<file path="config.mk">
export PLATFORM = sky130hd
export DESIGN_NAME = com_block
export DESIGN_NICKNAME = d
export VERILOG_FILES = /design/src/hw/com_pkg.sv /design/src/hw/com_fifo_if.sv /design/src/hw/com_block.sv /design/src/hw/com_regs.sv /design/src/hw/com_tx_fifo.sv /design/src/hw/com_uart_tx.sv
export VERILOG_INCLUDE_DIRS = /design/src /design/src/hw
export SDC_FILE = /design/constraint.sdc
export NUM_CORES = 1
export LEC_CHECK = 0
export ABC_AREA = 1
export BUFFER_PORTS_ARGS = -buffer_cell sky130_fd_sc_hd__buf_2
export CAP_MARGIN = 20
export CORE_MARGIN = 2
export CORE_UTILIZATION = 50
export CTS_CLUSTER_DIAMETER = 40
export DETAILED_ROUTE_END_ITERATION = 7
export PLACE_DENSITY = 0.72
export SLEW_MARGIN = 20
export SYNTH_ARGS = -nofsm -noshare
export SYNTH_HDL_FRONTEND = slang
export SYNTH_SLANG_ARGS = --single-unit
</file>
<file path="constraint.sdc">
create_clock -name clk -period 3 [get_ports clk]
set_input_delay 0 -clock clk [delete_from_list [all_inputs] [get_ports clk]]
set_output_delay 0 -clock clk [all_outputs]
set_load 0.02 [all_outputs]
</file>
<file path="src/hw/com_settings.svh">
`ifndef COM_SETTINGS_SVH
`define COM_SETTINGS_SVH

// Serial bit time in clk cycles, 2 or more
`define COM_CLKS_PER_BIT 8

// Transmit FIFO holds 2**COM_FIFO_AW bytes
`define COM_FIFO_AW 2

// Register map of the byte bus
`define COM_ADDR_DATA   8'h00
`define COM_ADDR_STATUS 8'h01
`define COM_ADDR_LED    8'h02
`define COM_ADDR_SWITCH 8'h03
`define COM_ADDR_IRQ_EN 8'h04

// STATUS bit positions
`define COM_ST_EMPTY    0
`define COM_ST_FULL     1
`define COM_ST_BUSY     2
`define COM_ST_OVERFLOW 3
`define COM_ST_KEY      4

`endif

</file>
<file path="src/hw/com_pkg.sv">
`default_nettype none

`include "com_settings.svh"

package com_pkg;

	// Bus data and serial byte
	typedef logic [7:0] data_t;

	// Register address
	typedef logic [7:0] addr_t;

	// FIFO fill count, one bit more than the pointers
	typedef logic [`COM_FIFO_AW:0] level_t;

	// Board switches
	typedef logic [3:0] switch_t;

	// Serializer states
	typedef enum logic [1:0] {
		TX_IDLE,  // Line high, waiting for a byte
		TX_START, // Start bit
		TX_DATA,  // Eight data bits, LSB first
		TX_STOP   // Stop bit
	} tx_state_e;

endpackage

`default_nettype wire

</file>
<file path="src/hw/com_fifo_if.sv">
`timescale 1ns/1ps
`default_nettype none

interface com_fifo_if;

	logic            push;  // Write strobe
	com_pkg::data_t  wdata; // Byte to store
	logic            full;
	com_pkg::level_t level; // Current fill count
	logic            pop;   // Read strobe, advances head
	com_pkg::data_t  rdata; // Head entry while not empty
	logic            empty;

	modport producer (
		output push,
		output wdata,
		input  full,
		input  empty,
		input  level
	);

	modport fifo_wr_rd (
		input  push,
		input  wdata,
		input  pop,
		output full,
		output empty,
		output level,
		output rdata
	);

	modport consumer (
		output pop,
		input  rdata,
		input  empty
	);

	modport monitor (
		input push,
		input wdata,
		input full,
		input level,
		input pop,
		input rdata,
		input empty
	);

endinterface

`default_nettype wire

</file>
<file path="src/hw/com_block.sv">
`timescale 1ns/1ps
`default_nettype none

module com_block (
	input  logic       clk,
	input  logic       arst_n,
	input  logic [7:0] addr,
	input  logic [7:0] in_data,
	input  logic       wr_en,
	input  logic       rd_en,
	output logic [7:0] out_data,
	output logic       interrupt,
	output logic [7:0] leds,
	input  logic [3:0] switches,
	input  logic       key1,
	output logic       uart_tx
);

	logic tx_busy;      // Serializer active, for status and irq

	com_fifo_if fifo_bus ();

	// Register decoder, feeds the FIFO
	com_regs u_regs (
		.clk       (clk),
		.arst_n    (arst_n),
		.addr      (addr),
		.in_data   (in_data),
		.wr_en     (wr_en),
		.rd_en     (rd_en),
		.out_data  (out_data),
		.interrupt (interrupt),
		.leds      (leds),
		.switches  (switches),
		.key1      (key1),
		.tx_busy   (tx_busy),
		.fifo      (fifo_bus.producer)
	);

	com_tx_fifo u_fifo (
		.clk    (clk),
		.arst_n (arst_n),
		.fifo   (fifo_bus.fifo_wr_rd)
	);

	// Drains the FIFO onto the serial line
	com_uart_tx u_tx (
		.clk     (clk),
		.arst_n  (arst_n),
		.fifo    (fifo_bus.consumer),
		.tx_busy (tx_busy),
		.uart_tx (uart_tx)
	);

endmodule

`default_nettype wire

</file>
<file path="src/hw/com_regs.sv">
`timescale 1ns/1ps
`default_nettype none

`include "com_settings.svh"

module com_regs (
	input  logic             clk,
	input  logic             arst_n,
	input  com_pkg::addr_t   addr,
	input  com_pkg::data_t   in_data,
	input  logic             wr_en,
	input  logic             rd_en,
	output com_pkg::data_t   out_data,
	output logic             interrupt,
	output com_pkg::data_t   leds,
	input  com_pkg::switch_t switches,
	input  logic             key1,
	input  logic             tx_busy,
	com_fifo_if.producer     fifo
);

	logic             wr_data;      // Write to DATA
	logic             wr_status;
	logic             wr_led;
	logic             wr_irq;
	com_pkg::switch_t sw_meta;
	com_pkg::switch_t sw_sync;
	logic             key_meta;
	logic             key_sync;
	logic             key_prev;     // Delayed copy for edge detect
	logic             key_rise;
	logic [1:0]       irq_en;
	logic [1:0]       irq_en_nxt;
	logic             overflow;
	logic             overflow_nxt;
	logic             key_evt;
	logic             key_evt_nxt;
	logic             tx_done;      // Nothing queued, line idle
	com_pkg::data_t   status;
	com_pkg::data_t   rd_mux;

	assign wr_data   = wr_en && (addr == `COM_ADDR_DATA);
	assign wr_status = wr_en && (addr == `COM_ADDR_STATUS);
	assign wr_led    = wr_en && (addr == `COM_ADDR_LED);
	assign wr_irq    = wr_en && (addr == `COM_ADDR_IRQ_EN);

	// A write into a full FIFO is dropped and flagged
	assign fifo.push  = wr_data && !fifo.full;
	assign fifo.wdata = in_data;

	assign key_rise = key_sync && !key_prev;
	assign tx_done  = fifo.empty && !tx_busy;

	always_comb begin
		status                    = '0;
		status[`COM_ST_EMPTY]     = (fifo.level == '0);
		status[`COM_ST_FULL]      = fifo.full;
		status[`COM_ST_BUSY]      = tx_busy;
		status[`COM_ST_OVERFLOW]  = overflow;
		status[`COM_ST_KEY]       = key_evt;
	end

	always_comb begin
		case (addr)
			`COM_ADDR_STATUS: rd_mux = status;
			`COM_ADDR_LED:    rd_mux = leds;
			`COM_ADDR_SWITCH: rd_mux = {4'b0000, sw_sync};
			`COM_ADDR_IRQ_EN: rd_mux = {6'b000000, irq_en};
			default:          rd_mux = '0;     // DATA and unmapped
		endcase
	end

	// Sticky flags, a new event wins over a clear in the same cycle
	always_comb begin
		irq_en_nxt   = irq_en;
		overflow_nxt = overflow;
		key_evt_nxt  = key_evt;
		if (wr_irq)
			irq_en_nxt = in_data[1:0];
		if (wr_status && in_data[`COM_ST_OVERFLOW])
			overflow_nxt = 1'b0;
		if (wr_status && in_data[`COM_ST_KEY])
			key_evt_nxt = 1'b0;
		if (wr_data && fifo.full)
			overflow_nxt = 1'b1;
		if (key_rise)
			key_evt_nxt = 1'b1;
	end

	// Two-flop synchronizers and the key edge detector
	always_ff @(posedge clk or negedge arst_n) begin
		if (!arst_n) begin
			sw_meta  <= '0;
			sw_sync  <= '0;
			key_meta <= 1'b0;
			key_sync <= 1'b0;
			key_prev <= 1'b0;
		end else begin
			sw_meta  <= switches;
			sw_sync  <= sw_meta;
			key_meta <= key1;
			key_sync <= key_meta;
			key_prev <= key_sync;
		end
	end

	always_ff @(posedge clk or negedge arst_n) begin
		if (!arst_n) begin
			leds      <= '0;
			irq_en    <= '0;
			overflow  <= 1'b0;
			key_evt   <= 1'b0;
			out_data  <= '0;
			interrupt <= 1'b0;
		end else begin
			if (wr_led)
				leds <= in_data;
			irq_en   <= irq_en_nxt;
			overflow <= overflow_nxt;
			key_evt  <= key_evt_nxt;
			if (rd_en)
				out_data <= rd_mux;      // Held until the next read
			// Uses the next enables so a cleared source drops at once
			interrupt <= (irq_en_nxt[0] && tx_done) || (irq_en_nxt[1] && key_evt_nxt);
		end
	end

endmodule

`default_nettype wire

</file>
<file path="src/hw/com_tx_fifo.sv">
`timescale 1ns/1ps
`default_nettype none

`include "com_settings.svh"

module com_tx_fifo (
	input  logic            clk,
	input  logic            arst_n,
	com_fifo_if.fifo_wr_rd  fifo
);

	localparam int DEPTH = 1 << `COM_FIFO_AW;

	com_pkg::data_t          mem [DEPTH];
	logic [`COM_FIFO_AW-1:0] wr_ptr;
	logic [`COM_FIFO_AW-1:0] rd_ptr;
	com_pkg::level_t         count;
	logic                    do_push;
	logic                    do_pop;

	// Strobes outside the protocol are ignored
	assign do_push = fifo.push && !fifo.full;
	assign do_pop  = fifo.pop && !fifo.empty;

	assign fifo.full  = (count == com_pkg::level_t'(DEPTH));
	assign fifo.empty = (count == '0);
	assign fifo.level = count;
	assign fifo.rdata = mem[rd_ptr];      // Head shown while not empty

	always_ff @(posedge clk) begin
		if (do_push)
			mem[wr_ptr] <= fifo.wdata;
	end

	// Pointers wrap on their own, depth is a power of two
	always_ff @(posedge clk or negedge arst_n) begin
		if (!arst_n) begin
			wr_ptr <= '0;
			rd_ptr <= '0;
			count  <= '0;
		end else begin
			if (do_push)
				wr_ptr <= wr_ptr + 1'b1;
			if (do_pop)
				rd_ptr <= rd_ptr + 1'b1;
			case ({do_push, do_pop})
				2'b10:   count <= count + 1'b1;
				2'b01:   count <= count - 1'b1;
				default: count <= count;      // Idle or push with pop
			endcase
		end
	end

endmodule

`default_nettype wire

</file>
<file path="src/hw/com_uart_tx.sv">
`timescale 1ns/1ps
`default_nettype none

`include "com_settings.svh"

module com_uart_tx (
	input  logic         clk,
	input  logic         arst_n,
	com_fifo_if.consumer fifo,
	output logic         tx_busy,
	output logic         uart_tx
);

	localparam int CNT_W    = $clog2(`COM_CLKS_PER_BIT);
	localparam int BIT_LAST = `COM_CLKS_PER_BIT - 1;

	com_pkg::tx_state_e state;
	logic [CNT_W-1:0]   baud_cnt;    // Cycles into the current bit
	logic [2:0]         bit_idx;     // Data bit being sent
	com_pkg::data_t     shreg;
	logic               bit_end;
	logic               shift;

	assign bit_end = (baud_cnt == CNT_W'(BIT_LAST));
	assign shift   = bit_end && (state == com_pkg::TX_START || state == com_pkg::TX_DATA);

	// Pop straight from idle, the start bit follows on the next cycle
	assign fifo.pop = (state == com_pkg::TX_IDLE) && !fifo.empty;
	assign tx_busy  = fifo.pop || (state != com_pkg::TX_IDLE);

	// Next data bit always sits in shreg[0]
	always_ff @(posedge clk) begin
		if (fifo.pop)
			shreg <= fifo.rdata;
		else if (shift)
			shreg <= shreg >> 1;
	end

	always_ff @(posedge clk or negedge arst_n) begin
		if (!arst_n) begin
			state    <= com_pkg::TX_IDLE;
			baud_cnt <= '0;
			bit_idx  <= '0;
			uart_tx  <= 1'b1;
		end else begin
			if (state == com_pkg::TX_IDLE || bit_end)
				baud_cnt <= '0;
			else
				baud_cnt <= baud_cnt + 1'b1;

			case (state)
				com_pkg::TX_IDLE: begin
					bit_idx <= '0;
					uart_tx <= 1'b1;
					if (fifo.pop) begin
						state   <= com_pkg::TX_START;
						uart_tx <= 1'b0;      // Start bit
					end
				end
				com_pkg::TX_START: begin
					if (bit_end) begin
						state   <= com_pkg::TX_DATA;
						uart_tx <= shreg[0];
					end
				end
				com_pkg::TX_DATA: begin
					if (bit_end) begin
						if (bit_idx == 3'd7) begin
							state   <= com_pkg::TX_STOP;
							uart_tx <= 1'b1;  // Stop bit
						end else begin
							bit_idx <= bit_idx + 1'b1;
							uart_tx <= shreg[0];
						end
					end
				end
				com_pkg::TX_STOP: begin
					if (bit_end)
						state <= com_pkg::TX_IDLE;
				end
				default: begin
					state   <= com_pkg::TX_IDLE;
					uart_tx <= 1'b1;
				end
			endcase
		end
	end

endmodule

`default_nettype wire

</file>
==> results.md <==
- Cell internal pwr: 2200 µW
- Synthesis-stage register bit count: 88
- Starting Density: 52.2%
- Post-Route Utilization: approximately 61%
- DRT iter0 DRCs: 156
- Most frequent cells after synthesis: nor2_1, nand2_1, dfrtp_1
- Post-synth top area share: 31.2%
- Gpl congestion: 0.801
- Tcrit/Tclk final: 75.7%
- Die width: approximately 90 µm
- N_diodes: 0
- Crit-path cells: nor3_1, nand3b_2, ha_1, inv_1, fa_1, a21oi_1, o21ai_0, xor2_1
- Vias: 2,683
- Synth area leaders: edfxtp_1, dfrtp_1, nor2_1
- Pin count of the biggest net entering global routing: 49
- Number of global-route vias before repair: 2,619
- Fin cells: ~530
- Setup repair bufs after CTS: 0
- RSZ-0062 raised after global routing: no
- Worst setup SP type: register
- P&R area growth vs syn: 16.9%
- Wire per inst: between 10 and 15 µm
- Placed Area: 0.00413 mm²
- Pwr dens: 742 mW/mm²
- Clock power frac: 25.0%
- Synth cell types: 34
- Initial antenna violation count: 0
- Max cap viols: 0
- Skew final: slightly below 0.009 ns
- Worst VDD drop: roughly 0.00042 V
- GRT Total Usage: about a fifth
- Setup TNS Final: 0 ns
- Final Instance Area: 0.00450 mm²
- CTS tree: done
- Highest cell delay on the worst timing path: 0.43 ns
- Clock-pin slew on the worst setup and hold paths: 0.09 ns
- CTS Buf Count: 9
- Outcome: finished, final reports clean
- CTS max path bufs: 2
- Power share of the combinational group: 26.8%
- Cell count after placement: 502
- Total die area: 0.00842 mm²
- Max Slew Vio Count: 0
- Post-synthesis sequential area ratio: 62.5%
- Row count: 31
- Most frequent cell after synthesis: nor2_1
- EDFF count, synth: 40
- Leakage: 0.00205 µW
- Seq pwr share: 48.3%
- Mapped Avg Cell Area: 10.5 µm²
- PortBufs: 42
- Die H: 91.7 µm
- Vias per cell: 5.02
- Switching portion of total power: about a third
- Fin crit period: approximately 2.3 ns
- Rel. slew slack: 46.6%
- Final #Nets: 470
- Ys async rst share: 54.5%
- Routed WL: 7.63 mm
- Final hold viol count: 0
- CTS HTree Levels: 3
- CTS sink cnt: 88
- Post-DP HPWL: 5.00 mm
- Mapped Area: 0.00385 mm²
- Synth Net Count: 408
- Synth Warn #: 0
- Detailed-route DRC error count: 0
- Synth area leader: edfxtp_1
- Worst slew pin tran: 0.798 ns
- Peak Freq: 0.440 GHz
- CTS root buf: clkbuf_8
- Drt first pass iters: 4
- CP Capture Type: register
- Worst path required time: 3.23 ns
- Io pins: 43
- Global route overflow: 0
- Wire length of the first global-routing pass: 12.3 mm
- Worst Hold Class: in2reg
- Crit path max fanout: 8
- Skew-Pair Late Insertion Delay: 0.36 ns
- Final ANT Viol Nets: 0
- Core ar.: 0.00737 mm²
- Share of layout cells above drive strength 1: 17.5%
- Crit path DAT: around 2.5 ns
- Setup Viol. Count Final: 0
- Top FF cell, synth: dfrtp_1
- P_sw: 1140 µW
- Crit Path Category: reg2reg
- Syn Inst Count: 368
- Slowest-stage cell, CP: dfrtp_1
-- metal layers --
layer	up-vias	GRT usage, %	part of all wire, %
met5	-	0	0
met4	0	5.60	0.84
met3	6	4.68	5.0
met2	66	31.4	49
met1	1273	24.5	45
li1	1338	-	-
-- registers in the layout, indices dropped and copies added (netlist names), 2 cells and up --
register	count
u_fifo.fifo.level	3
u_fifo.mem	32
u_fifo.rd_ptr	2
u_fifo.wr_ptr	2
u_regs.irq_en	2
u_regs.leds	8
u_regs.out_data	8
u_regs.sw_meta	4
u_regs.sw_sync	4
u_tx.baud_cnt	3
u_tx.bit_idx	3
u_tx.shreg	8
u_tx.state	2
-- cells in the final DEF (no fill, tap or decap), types with 2 or more instances in the layout --
cell type      count
o31ai_1            3
nand3_1           22
ha_1              14
clkbuf_8           9
a21oi_1            5
nor2_1            64
inv_6              2
buf_4              2
nor2_4             3
inv_2              3
nand2_1           59
o21ai_2            2
inv_1             35
o21ai_0           35
buf_2             41
dfrtp_1           47
nand2_2            5
a31oi_1            7
xor2_1             3
edfxtp_1          40
dlygate4sd3_1     16
-- area by class of cell --
cell class / count / area, µm²
fill: 598 / 2870
multi-input combinational: 234 / 1250
sequential: 88 / 2400
clock inverter: 7 / 77.6
timing repair buffer: 59 / 380
tap: 99 / 124
clock buffer: 9 / 124
inverter: 38 / 143
-- power groups by stage --
stage / combinational (µW) / sequential, µW / clock, µW
finish: 892 / 1610 / 832
global route: 1020 / 1630 / 891
CTS: 896 / 1610 / 849
detailed placement: 865 / 1630 / 0
global placement: 837 / 1620 / 0
floorplan: 678 / 1580 / 0
-- cell families (layout without fill, tap and decap cells) --
group	count (synthesis)	after routing	synth area share, %
AOI/OAI and AO/OA	53	53	7.57
xor gates and xnor gates	4	4	0.910
adders and majority gates	15	15	5.07
buffers and inverters	46	113	5.17
DFF	88	88	62.5
muxes	1	1	0.260
and+or+nand+nor	161	161	18.6
-- path summary, 6_finish.rpt --
kind	slack, ns	endpoint	cells past startpoint	from
max	0.73	u_fifo.fifo.level[2]	8	u_fifo.fifo.level[1]
max in group asynchronous	2.36	u_regs.interrupt	2	arst_n
min	0.05	u_regs.irq_en[0]	3	addr[2]
min in group asynchronous	0.19	u_regs.leds[6]	2	arst_n
min reg2reg	0.36	u_regs.sw_sync[3]	0	u_regs.sw_meta[3]
max reg2reg	0.73	u_fifo.fifo.level[2]	8	u_fifo.fifo.level[1]
-- critical path: cells and delay by family (launching register included) --
family | cells | cell delay [ns]
fa+ha+maj | 2 | 0.57
compound gates | 2 | 0.27
buf+inv | 1 | 0.07
xor+xnor | 1 | 0.16
flops | 1 | 0.43
simple gates | 2 | 0.65
-- stage by stage --
step | hold slack, ns | power [µW] | setup WS (ns)
2_1_floorplan | -0.296 | 2260 | 0.834
3_3_place_gp | 0.109 | 2460 | 0.933
3_5_place_dp | 0.110 | 2500 | 0.771
4_1_cts | 0.0368 | 3350 | 0.742
5_1_grt | 0.0774 | 3540 | 0.532
6_report | 0.0530 | 3340 | 0.729
-- timing repair --
| action | in CTS | in global routing |
|---|---|---|
| resized for setup | 0 | 0 |
| hold buffers | 16 | 0 |
| hold endpoints to repair | 99 | 0 |
No activity file was read; power rests on OpenSTA's default activity.
